--- config.mk ---
export PLATFORM = sky130hd
export DESIGN_NAME = lidar_top
export DESIGN_NICKNAME = d
export VERILOG_FILES = /design/src/hdl/lidar_pkg.sv /design/src/hdl/adc_merge.sv /design/src/hdl/capture_ctrl.sv /design/src/hdl/laser_pulse_gen.sv /design/src/hdl/lidar_regs.sv /design/src/hdl/lidar_top.sv
export VERILOG_INCLUDE_DIRS = /design/src /design/src/include
export SDC_FILE = /design/constraint.sdc
export NUM_CORES = 1
export LEC_CHECK = 0
export ABC_AREA = 0
export BUFFER_PORTS_ARGS = -buffer_cell sky130_fd_sc_hd__clkbuf_2
export CAP_MARGIN = 0
export CORE_ASPECT_RATIO = 1.5
export CORE_MARGIN = 4
export CORE_UTILIZATION = 45
export DETAILED_ROUTE_END_ITERATION = 12
export PLACE_DENSITY_LB_ADDON = 0.08
export SYNTH_ARGS = -nofsm -noshare
export SYNTH_HDL_FRONTEND = slang
export SYNTH_SLANG_ARGS = --single-unit
--- constraint.sdc ---
create_clock -name clk200 -period 9.37 [get_ports clk200]
set_clock_uncertainty 0.15 [all_clocks]
set_input_delay 1.874 -clock clk200 [delete_from_list [all_inputs] [get_ports clk200]]
set_output_delay 1.874 -clock clk200 [all_outputs]
set_load 0.03 [all_outputs]
--- src/include/lidar_consts.svh ---
`ifndef LIDAR_CONSTS_SVH
`define LIDAR_CONSTS_SVH

////////////////////////////////////////
// ADC sample path
////////////////////////////////////////

`define LIDAR_SAMPLE_W   14
`define LIDAR_MERGE_N    4
`define LIDAR_PHASE_W    2

// Laser-driver pulse width code
`define LIDAR_WDIS_W     3

// Merged words kept per capture
`define LIDAR_CAP_DEPTH  16

////////////////////////////////////////
// APB register map
////////////////////////////////////////

`define LIDAR_APB_AW     8
`define LIDAR_REG_CTRL   'h00
`define LIDAR_REG_PERIOD 'h04
`define LIDAR_REG_WDIS   'h08
`define LIDAR_REG_FIRE   'h0C
`define LIDAR_REG_STATUS 'h10
// Two 32-bit halves per captured word
`define LIDAR_BUF_BASE   'h80

`endif

--- src/hdl/lidar_pkg.sv ---
`default_nettype none

`include "lidar_consts.svh"

package lidar_pkg;

    // One ADC conversion
    typedef logic [`LIDAR_SAMPLE_W-1:0] sample_t;

    // Sample 0 sits in the low bits
    typedef logic [`LIDAR_MERGE_N*`LIDAR_SAMPLE_W-1:0] merge_t;

    typedef logic [`LIDAR_WDIS_W-1:0] wdis_t;

    // Overflow flag above the merged samples
    typedef struct packed {
        logic   ovf;
        merge_t data;
    } cap_word_t;

endpackage

`default_nettype wire

--- src/hdl/adc_merge.sv ---
`timescale 1ns/1ps
`default_nettype none

`include "lidar_consts.svh"

module adc_merge (
    input  wire logic                      clk200,
    input  wire logic                      arst_n,
    input  wire logic                      adc_en,
    input  wire lidar_pkg::sample_t        adc_data,
    input  wire logic                      adc_of,
    output lidar_pkg::merge_t              merge_word,
    output logic                           merge_of,
    output logic                           merge_valid,
    output logic [`LIDAR_PHASE_W-1:0]      sample_phase
);

    lidar_pkg::merge_t acc;
    lidar_pkg::merge_t acc_next;
    logic              of_acc;
    logic              last;

    assign last = (sample_phase == `LIDAR_PHASE_W'(`LIDAR_MERGE_N - 1));

    // Current sample dropped into its slot
    always_comb begin
        acc_next = acc;
        acc_next[sample_phase*`LIDAR_SAMPLE_W +: `LIDAR_SAMPLE_W] = adc_data;
    end

    always_ff @(posedge clk200 or negedge arst_n) begin
        if (!arst_n) begin
            sample_phase <= '0;
            of_acc       <= 1'b0;
            merge_of     <= 1'b0;
            merge_valid  <= 1'b0;
        end else begin
            merge_valid <= adc_en && last;
            if (!adc_en) begin
                sample_phase <= '0;
                of_acc       <= 1'b0;
            end else if (last) begin
                sample_phase <= '0;
                merge_of     <= of_acc | adc_of;
                of_acc       <= 1'b0;
            end else begin
                sample_phase <= sample_phase + 1'b1;
                of_acc       <= of_acc | adc_of;
            end
        end
    end

    // Sample payload
    always_ff @(posedge clk200) begin
        if (adc_en) begin
            acc <= acc_next;
            if (last) begin
                merge_word <= acc_next;
            end
        end
    end

endmodule

`default_nettype wire

--- src/hdl/capture_ctrl.sv ---
`timescale 1ns/1ps
`default_nettype none

`include "lidar_consts.svh"

module capture_ctrl #(
    parameter  int CAP_DEPTH = `LIDAR_CAP_DEPTH,
    localparam int IDX_W     = $clog2(CAP_DEPTH)
) (
    input  wire logic                      clk200,
    input  wire logic                      arst_n,
    input  wire logic                      cap_trig,
    input  wire logic [`LIDAR_PHASE_W-1:0] sample_phase,
    input  wire lidar_pkg::merge_t         merge_word,
    input  wire logic                      merge_of,
    input  wire logic                      merge_valid,
    input  wire logic                      cmpt_clr,
    input  wire logic [IDX_W-1:0]          buf_index,
    output lidar_pkg::cap_word_t           buf_rdata,
    output logic                           cap_cmpt,
    output logic [`LIDAR_PHASE_W-1:0]      cap_phase
);

    typedef enum logic [1:0] {
        st_idle,
        st_skip,
        st_store
    } state_t;

    state_t               state;
    logic [IDX_W-1:0]     word_cnt;
    logic                 armed;
    lidar_pkg::cap_word_t mem [CAP_DEPTH];

    assign armed     = (state == st_idle) && !cap_cmpt;
    assign buf_rdata = mem[buf_index];

    ////////////////////////////////////////
    // Capture FSM
    ////////////////////////////////////////

    always_ff @(posedge clk200 or negedge arst_n) begin
        if (!arst_n) begin
            state     <= st_idle;
            word_cnt  <= '0;
            cap_cmpt  <= 1'b0;
            cap_phase <= '0;
        end else begin
            if (cmpt_clr) begin
                cap_cmpt <= 1'b0;
            end
            case (state)
                st_idle: begin
                    if (cap_trig && armed) begin
                        // Trigger sample went in one edge earlier
                        cap_phase <= sample_phase - 1'b1;
                        word_cnt  <= '0;
                        // Its word may have completed on that same edge
                        state     <= merge_valid ? st_store : st_skip;
                    end
                end
                st_skip: begin
                    if (merge_valid) begin
                        state <= st_store;
                    end
                end
                st_store: begin
                    if (merge_valid) begin
                        word_cnt <= word_cnt + 1'b1;
                        if (word_cnt == IDX_W'(CAP_DEPTH - 1)) begin
                            cap_cmpt <= 1'b1;
                            state    <= st_idle;
                        end
                    end
                end
                default: state <= st_idle;
            endcase
        end
    end

    // Buffer storage
    always_ff @(posedge clk200) begin
        if ((state == st_store) && merge_valid) begin
            mem[word_cnt] <= '{ovf: merge_of, data: merge_word};
        end
    end

endmodule

`default_nettype wire

--- src/hdl/laser_pulse_gen.sv ---
`timescale 1ns/1ps
`default_nettype none

module laser_pulse_gen (
    input  wire logic              clk200,
    input  wire logic              arst_n,
    input  wire logic              ldd_en,
    input  wire logic              cmd_mode,
    input  wire logic [31:0]       period,
    input  wire lidar_pkg::wdis_t  wdis,
    input  wire logic              fire,
    output logic                   laser_pulse,
    output logic                   cap_trig
);

    logic [31:0]      period_eff;
    logic [31:0]      period_cnt;
    lidar_pkg::wdis_t width_cnt;
    logic             periodic;
    logic             start;

    // Shortest usable period is two clocks
    assign period_eff = (period < 32'd2) ? 32'd2 : period;
    assign periodic   = ldd_en && !cmd_mode;

    // No new pulse while one is still high
    assign start = ldd_en && !laser_pulse &&
                   (cmd_mode ? fire : (period_cnt == 32'd0));

    ////////////////////////////////////////
    // Period counter
    ////////////////////////////////////////

    always_ff @(posedge clk200 or negedge arst_n) begin
        if (!arst_n) begin
            period_cnt <= '0;
        end else if (!periodic) begin
            period_cnt <= '0;
        end else if (period_cnt >= period_eff - 32'd1) begin
            period_cnt <= '0;
        end else begin
            period_cnt <= period_cnt + 32'd1;
        end
    end

    ////////////////////////////////////////
    // Pulse shaping
    ////////////////////////////////////////

    always_ff @(posedge clk200 or negedge arst_n) begin
        if (!arst_n) begin
            laser_pulse <= 1'b0;
            width_cnt   <= '0;
            cap_trig    <= 1'b0;
        end else begin
            cap_trig <= start;
            if (start) begin
                laser_pulse <= 1'b1;
                width_cnt   <= wdis;
            end else if (laser_pulse) begin
                if (width_cnt == '0) begin
                    laser_pulse <= 1'b0;
                end else begin
                    width_cnt <= width_cnt - 1'b1;
                end
            end
        end
    end

endmodule

`default_nettype wire

--- src/hdl/lidar_regs.sv ---
`timescale 1ns/1ps
`default_nettype none

`include "lidar_consts.svh"

module lidar_regs (
    input  wire logic                      clk200,
    input  wire logic                      arst_n,
    input  wire logic                      psel,
    input  wire logic                      penable,
    input  wire logic                      pwrite,
    input  wire logic [`LIDAR_APB_AW-1:0]  paddr,
    input  wire logic [31:0]               pwdata,
    output logic [31:0]                    prdata,
    output logic                           pready,
    output logic                           pslverr,
    output logic                           ldd_en,
    output logic                           cmd_mode,
    output logic                           adc_en,
    output logic [31:0]                    period,
    output lidar_pkg::wdis_t               wdis,
    output logic                           fire,
    output logic                           cmpt_clr,
    output logic [3:0]                     buf_index,
    input  wire lidar_pkg::cap_word_t      buf_rdata,
    input  wire logic                      cap_cmpt,
    input  wire logic [`LIDAR_PHASE_W-1:0] cap_phase
);

    logic                     access;
    logic                     wr_en;
    logic                     in_buf;
    logic                     hit_reg;
    logic [`LIDAR_APB_AW-1:0] buf_off;
    logic [31:0]              buf_half;
    logic [31:0]              reg_rdata;

    assign access = psel && penable;
    assign wr_en  = access && pwrite;
    assign pready = 1'b1;

    ////////////////////////////////////////
    // Capture buffer window
    ////////////////////////////////////////

    assign in_buf = (32'(paddr) >= `LIDAR_BUF_BASE) &&
                    (32'(paddr) < `LIDAR_BUF_BASE + 8 * `LIDAR_CAP_DEPTH);

    assign buf_off   = paddr - `LIDAR_APB_AW'(`LIDAR_BUF_BASE);
    assign buf_index = buf_off[6:3];

    // High half carries the overflow flag in bit 24
    assign buf_half = paddr[2] ? 32'(buf_rdata[$bits(lidar_pkg::cap_word_t)-1:32])
                               : buf_rdata[31:0];

    ////////////////////////////////////////
    // Register read decode
    ////////////////////////////////////////

    always_comb begin
        hit_reg   = 1'b1;
        reg_rdata = '0;
        case (paddr)
            `LIDAR_REG_CTRL: begin
                reg_rdata[0] = ldd_en;
                reg_rdata[1] = adc_en;
                reg_rdata[2] = cmd_mode;
            end
            `LIDAR_REG_PERIOD: reg_rdata = period;
            `LIDAR_REG_WDIS:   reg_rdata = 32'(wdis);
            `LIDAR_REG_FIRE:   reg_rdata = '0;
            `LIDAR_REG_STATUS: begin
                reg_rdata[0]                  = cap_cmpt;
                reg_rdata[4+:`LIDAR_PHASE_W] = cap_phase;
            end
            default: hit_reg = 1'b0;
        endcase
    end

    assign prdata = in_buf ? buf_half : reg_rdata;

    // Buffer window is read only
    assign pslverr = access && (in_buf ? pwrite : !hit_reg);

    ////////////////////////////////////////
    // Configuration and strobes
    ////////////////////////////////////////

    always_ff @(posedge clk200 or negedge arst_n) begin
        if (!arst_n) begin
            ldd_en   <= 1'b0;
            adc_en   <= 1'b0;
            cmd_mode <= 1'b0;
            period   <= '0;
            wdis     <= '0;
            fire     <= 1'b0;
            cmpt_clr <= 1'b0;
        end else begin
            fire     <= wr_en && (paddr == `LIDAR_REG_FIRE) && pwdata[0];
            cmpt_clr <= wr_en && (paddr == `LIDAR_REG_STATUS) && pwdata[0];
            if (wr_en) begin
                case (paddr)
                    `LIDAR_REG_CTRL: begin
                        ldd_en   <= pwdata[0];
                        adc_en   <= pwdata[1];
                        cmd_mode <= pwdata[2];
                    end
                    `LIDAR_REG_PERIOD: period <= pwdata;
                    `LIDAR_REG_WDIS:   wdis <= pwdata[`LIDAR_WDIS_W-1:0];
                    default: ;
                endcase
            end
        end
    end

endmodule

`default_nettype wire

--- src/hdl/lidar_top.sv ---
`timescale 1ns/1ps
`default_nettype none

`include "lidar_consts.svh"

module lidar_top (
    input  wire logic                     clk200,
    input  wire logic                     arst_n,
    input  wire logic                     psel,
    input  wire logic                     penable,
    input  wire logic                     pwrite,
    input  wire logic [`LIDAR_APB_AW-1:0] paddr,
    input  wire logic [31:0]              pwdata,
    output logic [31:0]                   prdata,
    output logic                          pready,
    output logic                          pslverr,
    input  wire lidar_pkg::sample_t       adc_data,
    input  wire logic                     adc_of,
    output logic                          laser_pulse,
    output logic                          cap_irq
);

    logic                      ldd_en;
    logic                      cmd_mode;
    logic                      adc_en;
    logic [31:0]               period;
    lidar_pkg::wdis_t          wdis;
    logic                      fire;
    logic                      cmpt_clr;
    logic [3:0]                buf_index;
    lidar_pkg::cap_word_t      buf_rdata;
    logic [`LIDAR_PHASE_W-1:0] cap_phase;
    logic                      cap_trig;
    lidar_pkg::merge_t         merge_word;
    logic                      merge_of;
    logic                      merge_valid;
    logic [`LIDAR_PHASE_W-1:0] sample_phase;

    lidar_regs lidar_regs_ins0 (
        .clk200    (clk200),
        .arst_n    (arst_n),
        .psel      (psel),
        .penable   (penable),
        .pwrite    (pwrite),
        .paddr     (paddr),
        .pwdata    (pwdata),
        .prdata    (prdata),
        .pready    (pready),
        .pslverr   (pslverr),
        .ldd_en    (ldd_en),
        .cmd_mode  (cmd_mode),
        .adc_en    (adc_en),
        .period    (period),
        .wdis      (wdis),
        .fire      (fire),
        .cmpt_clr  (cmpt_clr),
        .buf_index (buf_index),
        .buf_rdata (buf_rdata),
        .cap_cmpt  (cap_irq),
        .cap_phase (cap_phase)
    );

    laser_pulse_gen laser_pulse_gen_ins0 (
        .clk200      (clk200),
        .arst_n      (arst_n),
        .ldd_en      (ldd_en),
        .cmd_mode    (cmd_mode),
        .period      (period),
        .wdis        (wdis),
        .fire        (fire),
        .laser_pulse (laser_pulse),
        .cap_trig    (cap_trig)
    );

    adc_merge adc_merge_ins0 (
        .clk200       (clk200),
        .arst_n       (arst_n),
        .adc_en       (adc_en),
        .adc_data     (adc_data),
        .adc_of       (adc_of),
        .merge_word   (merge_word),
        .merge_of     (merge_of),
        .merge_valid  (merge_valid),
        .sample_phase (sample_phase)
    );

    // Completion flag doubles as the interrupt line
    capture_ctrl #(
        .CAP_DEPTH (`LIDAR_CAP_DEPTH)
    ) capture_ctrl_ins0 (
        .clk200       (clk200),
        .arst_n       (arst_n),
        .cap_trig     (cap_trig),
        .sample_phase (sample_phase),
        .merge_word   (merge_word),
        .merge_of     (merge_of),
        .merge_valid  (merge_valid),
        .cmpt_clr     (cmpt_clr),
        .buf_index    (buf_index),
        .buf_rdata    (buf_rdata),
        .cap_cmpt     (cap_irq),
        .cap_phase    (cap_phase)
    );

endmodule

`default_nettype wire

== Word level (Yosys, flattened, before mapping) ==
Memory sizes are Yosys's and may differ from the RTL's.
Index checks and enable logic that the tools add are counted.

* $add $sub $neg: 8
* Multipliers: 1
* Order comparisons: 3
* Equal/unequal tests: 13
* Shift operators: 2
* Multiplexer cells: 39
* Bitwise logic cells: 1
* Reductions and logical operators: 33

{| class="wikitable"
|+ Operator list
! cell !! count
|-
| 32-bit 2-to-1 mux || 5
|-
| 56-bit bitwise mux || 1
|-
| 14-bit by 34-bit variable shift with 56-bit output, first input constant || 1
|-
| 14-bit by 34-bit indexed part select with 56-bit output || 1
|-
| 6-bit negator with 34-bit output || 1
|-
| 32-bit by 1-bit adder with 32-bit output, second input constant || 1
|-
| 32-bit >= comparator || 1
|-
| 32-bit logical NOT || 1
|-
| 32-bit by 2-bit less-than comparator with 1-bit output, second input constant || 1
|-
| 32-bit by 1-bit subtractor with 32-bit output, second input constant || 1
|-
| 26-bit 2-to-1 mux || 1
|-
| 8-bit by 4-bit equality test with 1-bit output, second input constant || 2
|-
| 1-bit 2-to-1 mux || 15
|-
| 1-bit logical AND || 14
|-
| 2-bit 2-to-1 mux || 7
|-
| 2-bit case mux with 3 select lines || 2
|-
| 2-bit AND reduction || 6
|-
| 3-bit 2-to-1 mux || 3
|-
| 8-bit by 3-bit equality test with 1-bit output, second input constant || 1
|-
| 8-bit by 5-bit equality test with 1-bit output, second input constant || 1
|-
| 8-bit >= comparator, second input constant || 1
|-
| 8-bit logical NOT || 1
|-
| 4-bit 2-to-1 mux || 2
|-
| 4-bit case mux with 2 select lines || 1
|-
| 21 further kinds || 29
|}

* Flip-flop bits (word level): 203
* Bits in writable memories: 912
* Bits of input ports: 60
* Output and inout port bits: 36
* Word-level logic and storage cells: 122
* Memories kept: 1

{| class="wikitable"
|+ Memories
! memory !! depth !! bits a word !! rd ports !! clocked after memory_dff !! wr ports !! line !! text
|-
| capture_ctrl_ins0.mem || 16 || 57 || 1 || 0 || 1 || capture_ctrl.sv:33 || <nowiki>lidar_pkg::cap_word_t mem [CAP_DEPTH];</nowiki>
|}

== Depth between registers and ports, before layout ==
Gate-level depths: netlist of the first run.

* Depth after elaboration: 6
* Mapped depth: 17
* Depth with buffers taken out: 15

== Modules after synthesis ==
A second synthesis of the first run with hierarchy kept.

* Cell total of the unflattened synthesis: 2,443
* Area, all modules: 46,056.7 um2

{| class="wikitable"
|+ By module, submodules not included
! module !! times used !! cells an instance !! area each (um2) !! sequential area each (um2)
|-
| capture_ctrl || 1 || 1,463 || 34,619.5 || 27,611.5
|-
| adc_merge || 1 || 412 || 5,512.8 || 3,488.3
|-
| laser_pulse_gen || 1 || 382 || 3,472.1 || 925.9
|-
| lidar_regs || 1 || 186 || 2,452.4 || 1,001.0
|}

== Worst setup path after synthesis of the first run ==
OpenSTA, ideal clock, no wires.

* Path kind: input -> output
* Start: input paddr[3]
* End: output prdata[4]
* Arrival: 4.115 ns
* Data required time: 7.346 ns
* Path slack: 3.231 ns
* Cell stages on the path: 9
* Path buffers: 4
* Cell sequence: clkbuf_1 > buf_2 > clkbuf_1 > buf_2 > mux4_2 > nand2_1 > a21oi_1 > a221oi_1 > o221ai_1

* Longest elaborated chain between the ends: 4
* Elaborated cells on any way between the ends: 8
* Classes of those cells: add/sub: 1; order compare: 1; eq/ne: 2; mux: 3; memory: 1

{| class="wikitable"
|+ RTL lines
! element !! line !! text
|-
| start, declared || lidar_top.sv:12 || <nowiki>input wire logic [`LIDAR_APB_AW-1:0] paddr,</nowiki>
|-
| 7-bit by 1-bit subtractor with 7-bit output || lidar_regs.sv:49 || <nowiki>assign buf_off = paddr - `LIDAR_APB_AW'(`LIDAR_BUF_BASE);</nowiki>
|-
| memory 16 x 57 bit || - ||
|-
| 32-bit 2-to-1 mux || lidar_regs.sv:53 || <nowiki>assign buf_half = paddr[2] ? 32'(buf_rdata[$bits(lidar_pkg::cap_word_t)-1:32])</nowiki>
|-
| 32-bit 2-to-1 mux * || lidar_regs.sv:80 || <nowiki>assign prdata = in_buf ? buf_half : reg_rdata;</nowiki>
|-
| end, declared || lidar_top.sv:14 || <nowiki>output logic [31:0] prdata,</nowiki>
|}

Every way passes the cells marked *; elsewhere a longest branch is shown, timed or not.

== Final worst setup path of the first run ==
* Start: register lidar_regs_ins0.period[12]
* End: register laser_pulse_gen_ins0.period_cnt[1]

* Longest elaborated chain between the ends: 6

{| class="wikitable"
|+ RTL lines
! element !! line !! text
|-
| start, declared || lidar_regs.sv:20 || <nowiki>output logic [31:0] period,</nowiki>
|-
| start signal, assigned || lidar_regs.sv:108 || <nowiki>`LIDAR_REG_PERIOD: period <= pwdata;</nowiki>
|-
| 32-bit by 2-bit less-than comparator with 1-bit output || laser_pulse_gen.sv:23 || <nowiki>assign period_eff = (period < 32'd2) ? 32'd2 : period;</nowiki>
|-
| 32-bit 2-to-1 mux * || laser_pulse_gen.sv:23 ||
|-
| 32-bit by 1-bit subtractor with 32-bit output * || laser_pulse_gen.sv:39 || <nowiki>end else if (period_cnt >= period_eff - 32'd1) begin</nowiki>
|-
| 32-bit >= comparator * || laser_pulse_gen.sv:39 ||
|-
| 32-bit 2-to-1 mux * || laser_pulse_gen.sv:39 ||
|-
| 32-bit 2-to-1 mux * || laser_pulse_gen.sv:37 || <nowiki>end else if (!periodic) begin</nowiki>
|-
| end signal, assigned || laser_pulse_gen.sv:42 || <nowiki>period_cnt <= period_cnt + 32'd1;</nowiki>
|-
| end, declared || laser_pulse_gen.sv:17 || <nowiki>logic [31:0] period_cnt;</nowiki>
|}

Marked as above.
A chain may end at the register's enable or synchronous reset.

==> results of run 1 <==
-- path summary, 6_finish.rpt --
| kind | start | to | slack [ps] | cells past startpoint |
|---|---|---|---|---|
| max reg2reg | lidar_regs_ins0.period[12] | laser_pulse_gen_ins0.period_cnt[1] | 2360 | 15 |
| min | lidar_regs_ins0.cmpt_clr | capture_ctrl_ins0.cap_cmpt | 280 | 1 |
| max in group asynchronous | arst_n | lidar_regs_ins0.period[20] | 6780 | 2 |
| min in group asynchronous | arst_n | capture_ctrl_ins0.cap_phase[1] | 960 | 1 |
| max | lidar_regs_ins0.period[12] | laser_pulse_gen_ins0.period_cnt[1] | 2360 | 15 |
| min reg2reg | lidar_regs_ins0.cmpt_clr | capture_ctrl_ins0.cap_cmpt | 280 | 1 |
-- cell usage after synthesis (23+ instances only) --
cell	count	share of area, %
edfxtp_1	1024	68
mux4_2	234	12
nand2_1	157	1.3
dfrtp_1	91	5.1
clkbuf_1	83	0.69
inv_1	80	0.67
nor3_1	53	0.59
nor2_1	52	0.43
ha_1	47	1.3
o22ai_1	47	0.65
mux2_2	43	1.1
mux2i_1	42	0.94
xor2_1	35	0.68
o21ai_0	34	0.38
nand2b_1	32	0.45
a21oi_1	27	0.30
nand3_1	27	0.30
buf_1	23	0.19
-- final cells by class --
| class | count | area (µm²) |
|---|---|---|
| Fill cell | 7996 | 48000 |
| Sequential cell | 1115 | 33000 |
| Multi-Input combinational cell | 1093 | 11200 |
| Clock buffer | 143 | 2980 |
| Tap cell | 1287 | 1610 |
| Timing Repair Buffer | 143 | 886 |
| Clock inverter | 58 | 721 |
| Inverter | 81 | 307 |
| Antenna cell | 1 | 2.50 |
-- through the flow --
step | cell area (µm²) | worst slack (ps) | std cells
global placement | 47100 | 2430 | 3719
floorplan | 44900 | 3230 | 2416
finish | 50800 | 2360 | 3921
detailed placement | 47100 | 2400 | 3719
global route | 50800 | 2180 | 3920
CTS | 50800 | 2380 | 3920
-- cell families (layout without fill, tap and decap cells) --
kind of cell,after synthesis,count (layout),synth area share (%)
flops,1115,1115,73.5
simple gates,428,428,4.75
mux,319,319,13.7
compound gates,241,241,3.74
buf+inv,208,425,1.82
xor+xnor,57,57,1.11
fa+ha+maj,47,47,1.31
other cells,1,2,0.00835
-- metal layers --
metal | GRT usage, % | up-vias | part of all wire [%]
met5 | 0 | - | 0.011
met3 | 2.88 | 183 | 5.1
met4 | 8.24 | 2 | 3.4
met2 | 39.3 | 727 | 51
met1 | 31.7 | 12800 | 41
li1 | - | 9995 | -
-- power breakdown --
part | internal, W | switching, W | total, W | leakage (nW)
Clock | 0.00261 | 0.00191 | 0.00452 | 1.81
Combinational | 0.000217 | 0.000325 | 0.000542 | 4.79
Sequential | 0.00536 | 0.0000108 | 0.00538 | 10.5
-- flip-flops by register name, summed over array words and instances, names as in the netlist --
register,flops
capture_ctrl_ins0.mem,912
adc_merge_ins0.acc,56
adc_merge_ins0.merge_word,56
laser_pulse_gen_ins0.period_cnt,32
lidar_regs_ins0.period,32
capture_ctrl_ins0.word_cnt,4
laser_pulse_gen_ins0.width_cnt,3
lidar_regs_ins0.wdis,3
adc_merge_ins0.sample_phase,2
capture_ctrl_ins0.cap_phase,2
capture_ctrl_ins0.state,2
adc_merge_ins0.merge_of,1
adc_merge_ins0.merge_valid,1
adc_merge_ins0.of_acc,1
capture_ctrl_ins0.cap_cmpt,1
laser_pulse_gen_ins0.cap_trig,1
laser_pulse_gen_ins0.laser_pulse,1
lidar_regs_ins0.adc_en,1
lidar_regs_ins0.cmd_mode,1
lidar_regs_ins0.cmpt_clr,1
lidar_regs_ins0.fire,1
lidar_regs_ins0.ldd_en,1
==> impl_metrics.ini, run 1 <==
[layout]
layout_commonest_cell = edfxtp_1
final_net_count = 2647
drive_gt1_share_pct = 23.9
layout_common_cells = 1024 x edfxtp_1, 234 x mux4_2, 157 x nand2_1
finish.utilization_pct = 51.4
area_delta_synth_final_pct = 13.0

[grt]
grt_pass1_vias = 24800
overflow = 0
grt_max_degree = 111
antenna_found_initial = 10
track_usage_pct = 23.4
grt_pass1_wl_um = 178000

[cts]
numClockSinks = 1115
postCtsSetupRepairBufs = 0
clockRootBuffer = clkbuf_16
clock_latency_ps = 720
cts_hold_buf = 0
path_clk_slew_ps = 70
cts_max_level = 3
cts.repair.resized = 0
cts_made_buffers = 106
cts_buffer_depth = 3
cts_tree = done

[critical_path]
cp.required_ps = 9770
worstSetupPathType = reg2reg
arrival_ps = 7400
critPathCaptureType = flip-flop
path_buf_inv = 0
startpoint_type = flip-flop
crit_chain = or4_4, or4_4, nor4_1, nand2b_1, ha_1, nand3_1, or3_4, or3_1, xor2_1, ha_1, and4_1, nand4_1, nand3b_1, a31oi_4, nor3b_1
path_delay_family = simple AND/OR/NAND/NOR gates
crit_slowest_cell = a31oi_4
crit_path_max_fanout = 32
max_stage_delay_ps = 790

[sta]
hold_viol = 0
report.final.slew_viol_count = 0
hold_ws_ps = 284
rsz0062_at_grt = no
fin_crit_sh_pct = 74.8
fmax_mhz = 143
fin_tns_setup_ps = 0
maxSlewHeadroom_pct = 23.0
finalSetupViolations = 0
tightestPinTransition_ps = 1150
fin_crit_ps = 7010

[synth]
ys.flop_type = edfxtp_1
synth-seq-cells = 1115
synth-edff-count = 1024
synthesis.area_um2 = 44900
avgSynthCellArea_um2 = 18.6
synthArstFlopShare_pct = 8.16
yosysSeqAreaShare_pct = 73.5
syn-num-nets = 2523
syn-instance-count = 2416
yosysUniqueCellTypes = 65
ys.warnings.count = 0

[route]
wl_um = 122000
wire_per_inst_um = 31.1
dr_total_vias = 23700
via_per_inst = 6.04
ant_nets = 0
drt_iter0_markers = 2405
drc_errors = 0
firstDrtPassIters = 4

[power_and_ir_drop]
p_per_area_nw_per_um2 = 206
total_power_w = 0.0104
ir_drop_mv = 0.128
p_leak_nw = 17.1

[place]
gp_congestion = 0.877
hpwl_um = 69800
portBuffers = 94

[run]
maxCapViolCount = 0

[floorplan]
io_pins = 96
die_area_um2 = 105000
die_x_um = 266
num_rows = 141
start_util_pct = 45.5
coreArea_um2 = 98800
die_y_um = 395

[hold_path]
hold_class = reg2reg

[status]
status = finished, final reports clean
Power figures use the tool's default switching activity.
==> inputs of run 2 (changes only) <==
Clock period 9.37 ns to 6.3 ns, I/O delays scaled along.
==> impl_metrics.ini, run 2 (synthesized netlist as in run 1, its figures left out) <==
[floorplan]
die_y_um = 395
io_pins = 96
die_x_um = 266
die_area_um2 = 105000
num_rows = 141
coreArea_um2 = 98800
start_util_pct = 45.5

[grt]
use_met3_pct = 3.71
grt_util_met2_pct = 38.3
busiest_layer = met2
track_usage_pct = 23.3
grt_pass1_wl_um = 176000
overflow = 0
antenna_found_initial = 5
grt_max_degree = 73
grt_use_met1_pct = 32.0
grt_pass1_vias = 24500

[place]
gp_congestion = 0.841
hpwl_um = 72400
dp.cells = 3757
portBuffers = 94

[cts]
cts_hold_buf = 0
clock_latency_ps = 700
postCtsSetupRepairBufs = 0
numClockSinks = 1115
path_clk_slew_ps = 60
cts_made_buffers = 106
cts_tree = done
clockRootBuffer = clkbuf_16
cts.repair.resized = 0
cts_max_level = 3
cts_buffer_depth = 3

[sta]
finalSetupViolations = 0
rsz0062_at_grt = no
fin_tns_setup_ps = 0
maxSlewHeadroom_pct = 36.2
fin_crit_ps = 5710
fin_crit_sh_pct = 90.7
report.final.slew_viol_count = 0
hold_viol = 0
tightestPinTransition_ps = 957
fmax_mhz = 175
hold_ws_ps = 268

[power_and_ir_drop]
p_per_area_nw_per_um2 = 300
p_leak_nw = 17.2
ir_drop_mv = 0.194

[layout]
n_fill_cell = 8021
regMostFlops = capture_ctrl_ins0.mem
top_regs = capture_ctrl_ins0.mem: 912 flops, adc_merge_ins0.acc: 56 flops, adc_merge_ins0.merge_word: 56 flops
area_delta_synth_final_pct = 13.4
instances_no_fill = 3950
final_net_count = 2685
drive_gt1_share_pct = 24.3
seqCellArea_um2 = 33000
layout_commonest_cell = edfxtp_1
antenna_cells = 0
multi_input_area_um2 = 11200
layout_common_cells = 1024 x edfxtp_1, 234 x mux4_2, 157 x nand2_1
largest_register_ff_count = 912

[route]
dr_total_vias = 23900
via_per_inst = 6.05
ant_nets = 0
firstDrtPassIters = 5
wire_per_inst_um = 31.0
wl_um = 123000
drc_errors = 0
drt_iter0_markers = 2349

[status]
status = finished, final reports clean

[critical_path]
worstSetupPathType = reg2reg
critPathCaptureType = flip-flop
cp.required_ps = 6730
crit_path_max_fanout = 32
arrival_ps = 6140
startpoint_type = flip-flop

[run]
maxCapViolCount = 0

[hold_path]
hold_class = reg2reg
## run 2: cell count changes in the layout (fill, tap and decap cells not counted), sizes merged
cell,delta
clkinvlp,+2
buf,+38
bufinv,+1
diode,-1
clkbuf,-16
clkinv,+8
inv,-3
## run 2: metrics by stage
stage | area (µm²) | util (%) | total power (W) | worst slack [ps]
final | 50900 | 51.5 | 0.0153 | 586
after global routing | 50900 | 51.5 | 0.0158 | 214
after CTS | 50900 | 51.5 | 0.0154 | 636
after detailed placement | 47400 | 48.0 | 0.00900 | 631
after global placement | 47400 | 48.0 | 0.00899 | 701
after floorplan | 44900 | - | 0.00868 | 753
## run 2: worst paths after layout
kind | cells after the start | from | endpoint | slack [ps]
min in group asynchronous | 1 | arst_n | capture_ctrl_ins0.word_cnt[1] | 500
setup reg to reg | 16 | lidar_regs_ins0.period[12] | laser_pulse_gen_ins0.period_cnt[2] | 590
hold / removal | 1 | lidar_regs_ins0.cmpt_clr | capture_ctrl_ins0.cap_cmpt | 270
setup / recovery | 16 | lidar_regs_ins0.period[12] | laser_pulse_gen_ins0.period_cnt[2] | 590
hold reg to reg | 1 | lidar_regs_ins0.cmpt_clr | capture_ctrl_ins0.cap_cmpt | 270
max in group asynchronous | 2 | arst_n | laser_pulse_gen_ins0.period_cnt[2] | 4350
## run 2: layer usage
metal | share of wire, % | wire [µm]
met3 | 6.7 | 8180
met2 | 49 | 60000
met5 | 0 | 0
met4 | 3.5 | 4330
met1 | 41 | 50000
## run 2: report_power, final
| part | leakage (nW) | total (W) | switching (W) | internal (W) |
|---|---|---|---|---|
| logic | 5.02 | 0.000836 | 0.000496 | 0.000340 |
| clock network | 1.69 | 0.00644 | 0.00273 | 0.00371 |
| registers | 10.5 | 0.00799 | 0.0000133 | 0.00798 |
| total | 17.2 | 0.0153 | 0.00324 | 0.0120 |
## run 2: worst max-delay path: stages (launching register included)
cell and delay (ps):
dfrtp_1 430, or4_4 600, or4_4 610, nor4_1 560, nand2b_1 210, ha_1 260, nand3_1 140, or3_4 430
or4_4 420, xor2_1 170, ha_1 270, and2_0 150, a221o_1 300, a22oi_1 240, o2111ai_2 150, buf_4 270
nor3_1 250
## run 2: final cells by class
type / count / area share, %
clock inverters: 66 / 1.41
clock buffers: 127 / 5.45
repair buffers: 181 / 2.50
multi-input cells: 1093 / 22.0
well taps: 1287 / 3.16
inverters: 81 / 0.602
flip-flops and latches: 1115 / 64.9
